## src/mem_params.svh

```systemverilog
// Memory subsystem parameters
// Depth, address width and reset PC shared by the design and testbench

`ifndef MEM_PARAMS_SVH
`define MEM_PARAMS_SVH

// ======================================================================
// Memory geometry
// ======================================================================

// Number of 32-bit words in the shared memory
`define MEM_WORDS 1024

// Byte address width on both ports
`define MEM_ADDR_W 32

// ======================================================================
// Fetch
// ======================================================================

// Byte address loaded into the PC during reset
`define MEM_RESET_PC 32'h0000_0000

`endif

```

## src/mem_pkg.sv

```systemverilog
// Memory subsystem types
// Addresses, data words, load/store kinds and the port structs

`include "mem_params.svh"

package mem_pkg;

    // Basic widths
    typedef logic [`MEM_ADDR_W-1:0] addr_t;
    typedef logic [31:0]            word_t;

    // Word index, byte address without the two offset bits
    typedef logic [`MEM_ADDR_W-3:0] word_idx_t;

    // Load/store kinds
    // Bit 3 marks a store, bit 2 an unsigned load, bits 1:0 the size
    typedef enum logic [3:0] {
        OP_LB  = 4'b0000,
        OP_LH  = 4'b0001,
        OP_LW  = 4'b0010,
        OP_LBU = 4'b0100,
        OP_LHU = 4'b0101,
        OP_SB  = 4'b1000,
        OP_SH  = 4'b1001,
        OP_SW  = 4'b1010
    } mem_op_e;

    // One memory word seen as byte lanes or as halfword lanes
    typedef union packed {
        logic [3:0][7:0]  b;
        logic [1:0][15:0] h;
    } mem_word_u;

    // Load/store request from the core side
    typedef struct packed {
        logic    valid;
        mem_op_e op;
        addr_t   addr;
        word_t   wdata;
    } data_req_t;

    // Load/store response
    typedef struct packed {
        logic  valid;
        word_t rdata;
        logic  error;
    } data_rsp_t;

    // Fetch response
    typedef struct packed {
        logic  valid;
        addr_t pc;
        word_t instr;
        logic  error;
    } fetch_rsp_t;

    // PC redirect from the core
    typedef struct packed {
        logic  valid;
        addr_t target;
    } redirect_t;

    // Word access between the aligner and the memory
    typedef struct packed {
        logic       valid;
        logic       write;
        word_idx_t  idx;
        logic [3:0] strb;
        word_t      wdata;
    } word_req_t;

endpackage

```

## src/lsu_align.sv

```systemverilog
// Load/store aligner
// Turns byte, halfword and word operations into word accesses with
// strobes, and extends load data back into a register value

`include "mem_params.svh"

module lsu_align import mem_pkg::*; (
    input  data_req_t data_req_i,
    output word_req_t word_req_o,
    input  word_t     word_rdata_i,
    input  logic      word_err_i,
    output data_rsp_t data_rsp_o
);

    // Access size codes
    localparam logic [1:0] SZ_BYTE = 2'd0;
    localparam logic [1:0] SZ_HALF = 2'd1;
    localparam logic [1:0] SZ_WORD = 2'd2;

    logic [1:0] size;
    logic       is_store;
    logic       is_unsigned;
    logic       op_bad;
    logic [1:0] lane;
    logic       misaligned;
    logic       local_err;
    logic       rsp_err;
    logic [3:0] strb;
    mem_word_u  st_word;
    mem_word_u  ld_word;
    word_t      ld_ext;

    // ==================================================================
    // Operation decode
    // ==================================================================

    always_comb begin
        size        = SZ_WORD;
        is_store    = 1'b0;
        is_unsigned = 1'b0;
        op_bad      = 1'b0;
        case (data_req_i.op)
            OP_LB:  size = SZ_BYTE;
            OP_LH:  size = SZ_HALF;
            OP_LW:  size = SZ_WORD;
            OP_LBU: begin
                size        = SZ_BYTE;
                is_unsigned = 1'b1;
            end
            OP_LHU: begin
                size        = SZ_HALF;
                is_unsigned = 1'b1;
            end
            OP_SB: begin
                size     = SZ_BYTE;
                is_store = 1'b1;
            end
            OP_SH: begin
                size     = SZ_HALF;
                is_store = 1'b1;
            end
            OP_SW: begin
                size     = SZ_WORD;
                is_store = 1'b1;
            end
            // Unused encodings are treated as failed loads
            default: op_bad = 1'b1;
        endcase
    end

    // Byte offset inside the word
    assign lane = data_req_i.addr[1:0];

    // Halfwords need an even address, words a multiple of 4
    always_comb begin
        case (size)
            SZ_HALF: misaligned = lane[0];
            SZ_WORD: misaligned = |lane;
            default: misaligned = 1'b0;
        endcase
    end

    assign local_err = misaligned | op_bad;

    // ==================================================================
    // Store lane placement
    // ==================================================================

    always_comb begin
        st_word = '0;
        strb    = 4'b0000;
        case (size)
            SZ_BYTE: begin
                st_word.b[lane] = data_req_i.wdata[7:0];
                strb[lane]      = 1'b1;
            end
            SZ_HALF: begin
                st_word.h[lane[1]] = data_req_i.wdata[15:0];
                strb               = lane[1] ? 4'b1100 : 4'b0011;
            end
            default: begin
                st_word = data_req_i.wdata;
                strb    = 4'b1111;
            end
        endcase
    end

    // Word request, failed stores drop the write
    always_comb begin
        word_req_o.valid = data_req_i.valid;
        word_req_o.write = is_store && !local_err;
        word_req_o.idx   = data_req_i.addr[`MEM_ADDR_W-1:2];
        word_req_o.strb  = strb;
        word_req_o.wdata = st_word;
    end

    // ==================================================================
    // Load extraction and response
    // ==================================================================

    assign ld_word = word_rdata_i;

    // Pick the addressed lane, then sign or zero extend
    always_comb begin
        case (size)
            SZ_BYTE: ld_ext = is_unsigned ? {24'b0, ld_word.b[lane]} :
                                            {{24{ld_word.b[lane][7]}}, ld_word.b[lane]};
            SZ_HALF: ld_ext = is_unsigned ? {16'b0, ld_word.h[lane[1]]} :
                                            {{16{ld_word.h[lane[1]][15]}}, ld_word.h[lane[1]]};
            default: ld_ext = ld_word;
        endcase
    end

    // Range error from memory joins the local checks
    assign rsp_err = data_req_i.valid && (local_err || word_err_i);

    // Stores and failed accesses return zero data
    always_comb begin
        data_rsp_o.valid = data_req_i.valid;
        data_rsp_o.error = rsp_err;
        data_rsp_o.rdata = (data_req_i.valid && !is_store && !rsp_err) ? ld_ext : '0;
    end

endmodule

```

## config.mk

```make
export PLATFORM = sky130hd
export DESIGN_NAME = lsu_align
export DESIGN_NICKNAME = d
export VERILOG_FILES = /design/src/mem_pkg.sv /design/src/lsu_align.sv
export VERILOG_INCLUDE_DIRS = /design/src /design/src/src
export SDC_FILE = /design/constraint.sdc
export NUM_CORES = 1
export LEC_CHECK = 0
export ABC_AREA = 1
export BUFFER_PORTS_ARGS = -buffer_cell sky130_fd_sc_hd__buf_2
export CORE_MARGIN = 5
export CORE_UTILIZATION = 23
export DETAILED_ROUTE_END_ITERATION = 10
export GPL_ROUTABILITY_DRIVEN = 0
export PLACE_DENSITY = 0.65
export SYNTH_ARGS = -nofsm -noshare
export SYNTH_HDL_FRONTEND = slang
export SYNTH_SLANG_ARGS = --single-unit
```

## constraint.sdc

```tcl
create_clock -name vclk -period 1.96
set_input_delay 0 -clock vclk [all_inputs]
set_output_delay 0 -clock vclk [all_outputs]
set_load 0.01 [all_outputs]
```

==> impl_metrics.yaml <==
placement:
  dpl.hpwl_mm: 6.33
  port-buffer-count: 144
  placed_area_um2: 2380
final_layout:
  layout.nets: 586
  nFillCells: 945
  drive_gt1_share_pct: 35.3
  area_growth_syn_to_layout_pct: 28.6
  final.clkbuf_count: 0
  stdcell_area_um2: 2380
  seq_area_um2: 0
  final_util_pct: 30.5
  antennaDiodeCount: 0
  design.seq.count: 0
grt:
  grt_max_degree: 29
  grt_pass1_vias: 2483
  antenna_found_initial: 0
  grt_pass1_wl_mm: 11.8
  grtUsageTotal_pct: 13.9
  overflow: 0
timing:
  fmax_mhz: 656
  period_needed_ns: 1.53
  finalSetupTns_ns: 0
  hold_viol_final: 0
  tightestPinTransition_ns: 0.635
  rsz0062_at_grt: "no"
  post-route-period-util_pct: 77.8
  slew_headroom_pct: 57.5
  setup_viol: 0
  finalMaxSlewViolations: 0
detailed_routing:
  vias: 2613
  remaining_drc_errors: 0
  drt_wl_total_mm: 7.57
  route.top_layer_used: "met4"
  via_per_inst: 4.47
  post_drt_wl_per_cell_um: 13.0
  route.met2.wl_mm: 3.67
  wl_met3_um: 662
  met1Wirelength_mm: 3.13
  ant_nets: 0
  drt-pass1-iter-count: 4
  drtIter0Drc: 121
floorplanning:
  start_util_pct: 23.7
  core_area_um2: 7810
  fp.dieH_um: 99.8
  rows: 32
  io_pins: 204
  die_area_um2: 9950
  die_w_um: 99.8
worst_setup_path:
  worstSetupStartpointType: "input port"
  cp_slowest_stage_delay_ns: 0.31
  critPathKind: "input port to primary output"
  cp_data_arrival_time_ns: 1.53
  cp_common_cell: "buf_2"
  end_kind: "primary output"
  crit_fanout: 28
  cp.required_ns: 1.96
  path_cells: "buf_2 > inv_1 > nand2_4 > inv_2 > buf_4 > o21ai_4 > nor2_4 > nor2_1 > buf_2"
  slowest_stage: "buf_4"
pwr:
  peakVddDrop_v: 0.0000702
  leakagePower_uw: 0.00164
  p_per_area_nw_per_um2: 216
flow_run:
  max_cap_violations: 0
status:
  outcome: "finished, final reports clean"
synthesis:
  ys_warn_count: 0
  synthTopCellsByCount: "102 x nand2_1, 83 x nor2_1, 59 x inv_1, 34 x buf_4, 24 x nand3_1"
  syn-cell-area_um2: 1850
  yosysTopAreaCell: "nand2_1"
  syn_inst: 382
  synth_cell_types: 26
  synthTopCellsByArea: "nand2_1 21%, nor2_1 17%, buf_4 14%"
  yosysMostFrequentCell: "nand2_1"
  yosysSeqAreaShare_pct: 0
  synth_fp_nets: 484
  netlist.area_leader.share_pct: 20.7
  synth.avg_cell_area_um2: 4.85
hold_path:
  hp-class: "input port to primary output"
clock_network:
  post_cts_resized: 0
  cts_setup_buffers: 0
  cts_hold_buf: 0
-- power by group --
part / total (uW) / internal (uW) / switching [uW]
Sequential: 0 / 0 / 0
Clock: 0 / 0 / 0
Combinational: 514 / 198 / 316
-- layout make-up --
| class | instances | area (um^2) | share of cell area, % |
|---|---|---|---|
| Multi-Input combinational cell | 271 | 1260 | 53.0 |
| Timing Repair Buffer | 146 | 748 | 31.4 |
| Inverter | 65 | 244 | 10.2 |
| Tap cell | 102 | 128 | 5.36 |
-- cell families after synthesis --
logic type | share of synthesized area (%)
simple gates | 54.0
buf+inv | 32.0
compound gates | 14.0
-- per-stage QoR --
step           hold WS [ns]  setup slack [ns]  cells  total power (uW)
6_report         0.00000335             0.434    584               514
5_1_grt           0.0000150             0.278    584               576
4_1_cts           0.0000686             0.413    584               516
3_5_place_dp      0.0000686             0.413    584               514
3_3_place_gp      0.0000686             0.483    584               507
2_1_floorplan        0.0871              1.03    382               371
-- cell usage in the layout, fill, tap and decap left out, types with 3 or more instances in the layout --
master	instances
o21ai_0	23
buf_2	144
inv_2	5
a21oi_1	3
nor2_2	5
nand3_4	3
a22oi_1	8
nand2_1	102
inv_1	59
nor2_1	82
nand3_1	24
o22ai_1	6
nand2_2	3
-- worst max-delay path: cells and delay by family --
| kind | cells | cell delay [ns] |
|---|---|---|
| AO/OA/AOI/OAI | 1 | 0.25 |
| buffers and inverters | 5 | 0.78 |
| AND/OR/NAND/NOR | 3 | 0.50 |
-- per-layer routing --
metal | up-vias | track usage (%)
met2 | 111 | 24.4
met5 | - | 0
met4 | 0 | 2.31
met1 | 1158 | 17.9
met3 | 14 | 2.52
li1 | 1330 | -
-- worst paths after layout --
check / from / endpoint / slack [ns] / cells after the start
setup / recovery: data_req_i[65] / word_req_o[0] / 0.43 / 9
hold / removal: data_req_i[55] / word_req_o[57] / 0.000003 / 0
Note: power is estimated with default switching activity, not from simulation.
