**src/mem_params.svh**
```systemverilog
// Memory subsystem parameters
// Depth, address width and reset PC shared by the design and testbench

`ifndef MEM_PARAMS_SVH
`define MEM_PARAMS_SVH

// ======================================================================
// Memory geometry
// ======================================================================

// Number of 32-bit words in the shared memory
`define MEM_WORDS 1024

// Byte address width on both ports
`define MEM_ADDR_W 32

// ======================================================================
// Fetch
// ======================================================================

// Byte address loaded into the PC during reset
`define MEM_RESET_PC 32'h0000_0000

`endif

```
**src/mem_pkg.sv**
```systemverilog
// Memory subsystem types
// Addresses, data words, load/store kinds and the port structs

`include "mem_params.svh"

package mem_pkg;

    // Basic widths
    typedef logic [`MEM_ADDR_W-1:0] addr_t;
    typedef logic [31:0]            word_t;

    // Word index, byte address without the two offset bits
    typedef logic [`MEM_ADDR_W-3:0] word_idx_t;

    // Load/store kinds
    // Bit 3 marks a store, bit 2 an unsigned load, bits 1:0 the size
    typedef enum logic [3:0] {
        OP_LB  = 4'b0000,
        OP_LH  = 4'b0001,
        OP_LW  = 4'b0010,
        OP_LBU = 4'b0100,
        OP_LHU = 4'b0101,
        OP_SB  = 4'b1000,
        OP_SH  = 4'b1001,
        OP_SW  = 4'b1010
    } mem_op_e;

    // One memory word seen as byte lanes or as halfword lanes
    typedef union packed {
        logic [3:0][7:0]  b;
        logic [1:0][15:0] h;
    } mem_word_u;

    // Load/store request from the core side
    typedef struct packed {
        logic    valid;
        mem_op_e op;
        addr_t   addr;
        word_t   wdata;
    } data_req_t;

    // Load/store response
    typedef struct packed {
        logic  valid;
        word_t rdata;
        logic  error;
    } data_rsp_t;

    // Fetch response
    typedef struct packed {
        logic  valid;
        addr_t pc;
        word_t instr;
        logic  error;
    } fetch_rsp_t;

    // PC redirect from the core
    typedef struct packed {
        logic  valid;
        addr_t target;
    } redirect_t;

    // Word access between the aligner and the memory
    typedef struct packed {
        logic       valid;
        logic       write;
        word_idx_t  idx;
        logic [3:0] strb;
        word_t      wdata;
    } word_req_t;

endpackage

```
**src/fetch_unit.sv**
```systemverilog
// Instruction fetch unit
// Program counter with reset value, sequential step and redirect,
// driving the instruction port of the memory

`include "mem_params.svh"

module fetch_unit import mem_pkg::*; (
    input  logic       clk_i,
    input  logic       rst_i,
    input  logic       fetch_en_i,
    input  redirect_t  redirect_i,
    output logic       ifetch_valid_o,
    output addr_t      ifetch_addr_o,
    input  word_t      ifetch_data_i,
    input  logic       ifetch_err_i,
    output fetch_rsp_t fetch_o
);

    addr_t pc_q;
    logic  active_q;
    logic  fetch_go;
    logic  pc_misaligned;
    logic  fetch_err;

    // Low through reset, keeps fetches off until reset is released
    always_ff @(posedge clk_i) begin
        if (rst_i) begin
            active_q <= 1'b0;
        end else begin
            active_q <= 1'b1;
        end
    end

    assign fetch_go = fetch_en_i && active_q;

    // Redirect wins over the sequential step
    always_ff @(posedge clk_i) begin
        if (rst_i) begin
            pc_q <= `MEM_RESET_PC;
        end else if (redirect_i.valid) begin
            pc_q <= redirect_i.target;
        end else if (fetch_go) begin
            pc_q <= pc_q + addr_t'(4);
        end
    end

    // Instruction port request
    assign ifetch_valid_o = fetch_go;
    assign ifetch_addr_o  = pc_q;

    // Misaligned PC joins the memory range error
    assign pc_misaligned = |pc_q[1:0];
    assign fetch_err     = fetch_go && (pc_misaligned || ifetch_err_i);

    always_comb begin
        fetch_o.valid = fetch_go;
        fetch_o.pc    = pc_q;
        fetch_o.instr = fetch_err ? '0 : ifetch_data_i;
        fetch_o.error = fetch_err;
    end

endmodule

```
**config.mk**
```make
export PLATFORM = sky130hd
export DESIGN_NAME = fetch_unit
export DESIGN_NICKNAME = d
export VERILOG_FILES = /design/src/mem_pkg.sv /design/src/fetch_unit.sv
export VERILOG_INCLUDE_DIRS = /design/src /design/src/src
export SDC_FILE = /design/constraint.sdc
export NUM_CORES = 1
export LEC_CHECK = 0
export BUFFER_PORTS_ARGS = -buffer_cell sky130_fd_sc_hd__buf_2
export CAP_MARGIN = 40
export CORE_ASPECT_RATIO = 0.8
export CORE_MARGIN = 2
export CORE_UTILIZATION = 43
export DETAILED_ROUTE_END_ITERATION = 6
export PLACE_DENSITY = 0.82
export RECOVER_POWER = 50
export SYNTH_ARGS = -nofsm -noshare
export SYNTH_HDL_FRONTEND = slang
export SYNTH_SLANG_ARGS = --single-unit
```
**constraint.sdc**
```tcl
create_clock -name clk_i -period 6.3 [get_ports clk_i]
set_input_delay 1.26 -clock clk_i [delete_from_list [all_inputs] [get_ports clk_i]]
set_output_delay 1.26 -clock clk_i [all_outputs]
set_load 0.02 [all_outputs]
```
==> results of run 1 <==
==> cells in the mapped netlist, types with 2 or more instances <==
master     number
nand3_2         2
and3_1          5
o21ai_0         6
nor4b_1         2
o31ai_1         9
nand4b_1        2
a21oi_1         3
nand4_1        13
o221ai_1        2
and2_1         34
mux2i_1         2
nand3_1        11
or3_1           8
xnor2_1         3
inv_1           4
and4_1          4
a211oi_1        8
buf_4          34
nand2_1        16
nor4_1          4
dfxtp_1        33
a2111oi_0       3
or4_1          10
a311oi_1       14
nor3_1          4
nor2_1         30
clkbuf_1       16
xor2_1          6
==> metrics by stage <==
stage	area, um2	setup slack [ps]	total power, uW	util	std cells
after floorplan	2347	2753	371.5	-	301
after global placement	2947	2302	422.1	0.5513	482
after detailed placement	2954	2438	425.6	0.5527	483
after CTS	3074	2434	638.4	0.5751	491
after global routing	3005	2290	658.1	0.5623	491
final	3005	2405	630.8	0.5623	491
==> worst max-delay path, delay by kind of cell <==
family | cells | cell delay (ps)
simple gates | 2 | 390
buf+inv | 4 | 800
compound gates | 1 | 190
==> layer usage <==
| layer | part of all wire | routed length [um] | global-route usage |
|---|---|---|---|
| met2 | 0.44 | 3217 | 0.3385 |
| met4 | 0.015 | 107 | 0.06771 |
| met3 | 0.070 | 507 | 0.04492 |
| met5 | 0 | 0 | 0 |
| met1 | 0.47 | 3419 | 0.3465 |
==> where the power goes <==
group / leakage [uW] / switching (uW) / total (uW) / internal [uW]
sequential: 0.000274 / 25.3 / 249 / 223
combinational: 0.000901 / 106 / 168 / 61.2
clock: 0.0000574 / 85.8 / 214 / 129
==> registers in the layout (all words and copies together) (netlist names) <==
| register | count |
|---|---|
| ifetch_addr_o | 32 |
| active_q | 1 |
==> cell usage in the layout, fill, tap and decap left out, drive strengths merged, types with 8 or more instances in the layout <==
master / instances
nand2: 16
clkbuf: 61
buf: 114
dfxtp: 33
or3: 8
a211oi: 8
and2: 34
or4: 11
nand3: 13
nand4: 13
nor2: 30
a311oi: 14
o31ai: 9
==> worst min path at each step <==
stage,startpoint,to,slack (ps),depth (start not counted)
2_1_floorplan,ifetch_addr_o[1],ifetch_addr_o[1],610,2
3_3_place_gp,ifetch_addr_o[20],ifetch_addr_o[20],540,2
3_5_place_dp,ifetch_addr_o[20],ifetch_addr_o[20],550,2
4_1_cts,ifetch_addr_o[20],ifetch_addr_o[20],560,2
5_1_grt,ifetch_addr_o[20],ifetch_addr_o[20],600,2
6_report,ifetch_addr_o[20],ifetch_addr_o[20],560,2
==> cells by family after synthesis <==
group | after synthesis | synth area share
fa+ha+maj | 1 | 0.005330
compound gates | 50 | 0.1621
flops | 33 | 0.2814
xor+xnor | 9 | 0.03358
buf+inv | 57 | 0.1487
mux | 2 | 0.008529
simple gates | 149 | 0.3603
==> final cells by class <==
cell class | instances | area [um2] | area share
Inverter | 5 | 18.77 | 0.006245
Sequential cell | 33 | 660.6 | 0.2198
Clock buffer | 6 | 82.58 | 0.02748
Tap cell | 65 | 81.33 | 0.02706
Timing Repair Buffer | 169 | 782.0 | 0.2602
Multi-Input combinational cell | 211 | 1343 | 0.4467
Clock inverter | 2 | 37.54 | 0.01249
==> impl_metrics.toml, run 1 <==
[setup_path]
crit_top_cell = "buf_2"
critical_path.cell_chain = "buf_2, nand2_1, inv_1, o31ai_2, buf_4, and2_1, buf_2"
r2r_end = "ifetch_addr_o[28]"
crit_slowest_cell = "buf_4"
r2r_setup_slack_ps = 3900
cp-end-kind = "primary output"
critical_path_class = "primary input to primary output"
cp.arrival_ps = 2630
cp_max_fo = 23
slowest_delay_ps = 310
critPathRequiredTime_ps = 5040
r2r_start = "ifetch_addr_o[4]"
cp-start-kind = "primary input"
worstRegToRegCells = 4
setup.worst_path.end = "fetch_o[28]"
startpoint = "fetch_en_i"

[synth]
yosysTopAreaCellShare = 0.2814
yosysWarnings = 0
synth_cell_types = 41
synth_area_um2 = 2347
ys.flop_type = "dfxtp_1"
synthCells = 301
synth_edf_count = 0
synth.area.top_cells = "dfxtp_1, buf_4, and2_1"
ys_seq_area_frac = 0.2814
post-synth-top-area-cell = "dfxtp_1"
synth-seq-cells = 33
async_flop_share = 0
synth_fp_nets = 371
syn_area_per_cell_um2 = 7.798

[clocking]
cts_resized = 0
cts_hold_buf = 0
postCtsSetupRepairBufs = 0
clock-sinks = 33
clock_latency_ps = 290
htreeDepth = 2
clk_path_buf_depth = 2
cts_tree = "done"
cts_buffers = 5
clk_pin_slew_ps = 70
clock-root-buffer = "clkbuf_8"

[pwr]
pwr_density_cell_nw_per_um2 = 209.9
ir_drop_mv = 0.1282
p_leak_uw = 0.001233

[route]
ant_nets = 0
routedWlPerCell_um = 14.77
num_vias = 2686
viasPerCell = 5.470
drt_iter0_drc = 147
wl_um = 7251
dr.pass1.iters = 4
drc = 0

[final_layout]
drive_above_1_share = 0.3005
fillers = 566
area_growth_pct = 28.04
antennaDiodeCount = 0
final_nets = 495

[timing]
hold_viol = 0
worst_pin_slew_ps = 1602
tns_ps = 0
whs_ps = 559.9
timing.final.crit_share = 0.6182
rsz0062_at_grt = "no"
skew_ps = 7.924
fin_crit_ps = 3895
clock.fmax_ghz = 0.2568
slew_headroom = -0.06812
setup_viol = 0
slew_violations = 35

[floorplanning]
start_util = 0.4391
dieWidth_um = 86.61
die_area_um2 = 6069
core-area_um2 = 5345
die_h_um = 70.08
num_rows = 24
io_pins = 168

[global_route]
grt_first_pass_wirelength_um = 11390
grt_overflow_total = 0
grt_max_degree = 54
first_global_vias = 2307
grt_usage = 0.2328
antenna_found_initial = 0

[run]
cap_violations = 1

[placement]
gp_routability_congestion = 0.7670
port_buffers = 167
dp_hpwl_um = 5281

[worst_hold_path]
hold_path_class = "flip-flop to flip-flop"

[outcome]
status = "finished, violations left"
violations = "capacitance limit, slew limit"
(Power assumes the default switching activity.)
==> inputs of run 2 (changes only) <==
- CORE_UTILIZATION: 43 -> 37
- PLACE_DENSITY: 0.82 -> 0.75
- clock period: 6.3 -> 3.4 ns (I/O delays scaled with it)
==> impl_metrics.toml, run 2 (synthesis results as in run 1) <==
[setup_path]
critical_path.cell_chain = "clkbuf_1, inv_1, nand3_1, o22ai_1, or3b_2"
cp_max_fo = 34
r2r_end = "ifetch_addr_o[24]"
cp-end-kind = "flip-flop"
r2r_setup_slack_ps = 1000
cp-start-kind = "primary input"
critPathRequiredTime_ps = 3560
cp.arrival_ps = 2990
critical_path_class = "primary input to flip-flop"
worstRegToRegCells = 5
crit_slowest_cell = "clkbuf_1"
slowest_delay_ps = 1090
r2r_start = "ifetch_addr_o[3]"

[route]
viasPerCell = 5.211
dr.pass1.iters = 4
drt_iter0_drc = 122
routedWlPerCell_um = 14.97
drc = 0
num_vias = 2642
wl_um = 7589
ant_nets = 0

[pwr]
ir_drop_mv = 0.1596
p_leak_uw = 0.001187
pwr_density_cell_nw_per_um2 = 358.0

[timing]
setup_viol = 0
slew_headroom = -0.02626
rsz0062_at_grt = "no"
slew_violations = 35
tns_ps = 0
skew_ps = 4.121
clock.fmax_ghz = 0.3538
fin_crit_ps = 2827
hold_viol = 0
worst_pin_slew_ps = 1539
timing.final.crit_share = 0.8314

[clocking]
clk_pin_slew_ps = 70
cts_buffers = 5
clk_path_buf_depth = 2
cts_tree = "done"
htreeDepth = 2
clock-sinks = 33
clock_latency_ps = 280
postCtsSetupRepairBufs = 0
cts_resized = 0
cts_hold_buf = 0
clock-root-buffer = "clkbuf_8"

[final_layout]
final_cells = 507
antennaDiodeCount = 0
mostFrequentLayoutCells = "buf_2, clkbuf_1, and2_1, dfxtp_1, nor2_1"
final_nets = 495
multi_input_area_um2 = 1343
largest_reg_flops = 32
drive_above_1_share = 0.2793
area_growth_pct = 26.97
seqCellArea_um2 = 660.6
fillers = 656
final_common_cell = "buf_2"

[floorplanning]
die_h_um = 75.24
die_area_um2 = 7001
core-area_um2 = 6006
io_pins = 168
dieWidth_um = 93.05
start_util = 0.3908
num_rows = 25

[global_route]
antenna_found_initial = 0
grt_max_degree = 41
grt_overflow_total = 0
first_global_vias = 2120
grt_first_pass_wirelength_um = 11000
grt_usage = 0.1989

[outcome]
status = "finished, violations left"
violations = "capacitance limit, slew limit"

[placement]
port_buffers = 167
dp_hpwl_um = 5791
gp_routability_congestion = 0.8149
dp.cells = 499

[worst_hold_path]
hold_path_end = "ifetch_addr_o[24]"
hold_path_class = "flip-flop to flip-flop"
hp-start = "ifetch_addr_o[24]"
whs_path_depth = 2

[run]
cap_violations = 1
run 2: changes by cell type in the layout (fill, tap and decap cells not counted), sizes merged:
cell,delta
clkinv,+2
bufinv,-1
buf,-9
clkbuf,+8
run 2: how the worst max path moves through the flow:
stage | start | to | slack, ps | depth (start not counted)
after floorplan | fetch_en_i | fetch_o[23] | 1010 | 5
after global placement | fetch_en_i | ifetch_addr_o[24] | 790 | 5
after detailed placement | fetch_en_i | fetch_o[6] | 670 | 7
after CTS | fetch_en_i | fetch_o[6] | 670 | 7
after global routing | rst_i | ifetch_addr_o[31] | 290 | 5
final | rst_i | ifetch_addr_o[31] | 570 | 5
run 2: cell type report:
type,count,share of cell area
well taps,81,0.03400
repair buffers,169,0.2586
inverters,5,0.006297
clock inverters,3,0.005877
multi-input cells,211,0.4505
clock buffers,5,0.02309
flip-flops and latches,33,0.2217
run 2: critical path, delay by kind of cell:
kind | cells | cell delay [ps]
AO/OA/AOI/OAI | 1 | 90
AND/OR/NAND/NOR | 2 | 740
buffers and inverters | 2 | 1470
run 2: where the power goes:
group	switching, uW	internal, uW	total, uW
sequential	48.3	414	462
clock	154	141	295
combinational	198	111	310
run 2: through the flow:
| step | total power [uW] | cell area [um2] | hold WS, ps | setup slack (ps) | util |
|---|---|---|---|---|---|
| 2_1_floorplan | 688.5 | 2347 | 606.5 | 1013 | - |
| 3_3_place_gp | 787.9 | 2974 | 537.7 | 786.3 | 0.4952 |
| 3_5_place_dp | 792.7 | 2974 | 546.3 | 666.3 | 0.4952 |
| 4_1_cts | 1086 | 3060 | 556.3 | 666.0 | 0.5096 |
| 5_1_grt | 1125 | 2980 | 598.8 | 285.4 | 0.4963 |
| 6_report | 1067 | 2980 | 564.2 | 573.2 | 0.4963 |
run 2: metal layers:
layer / GRT usage / up-vias / routed length, um
li1: - / 1326 / -
met1: 0.3075 / 1218 / 3695
met2: 0.2899 / 93 / 3365
met3: 0.03904 / 5 / 495
met4: 0.02941 / 0 / 32
met5: 0 / - / 0
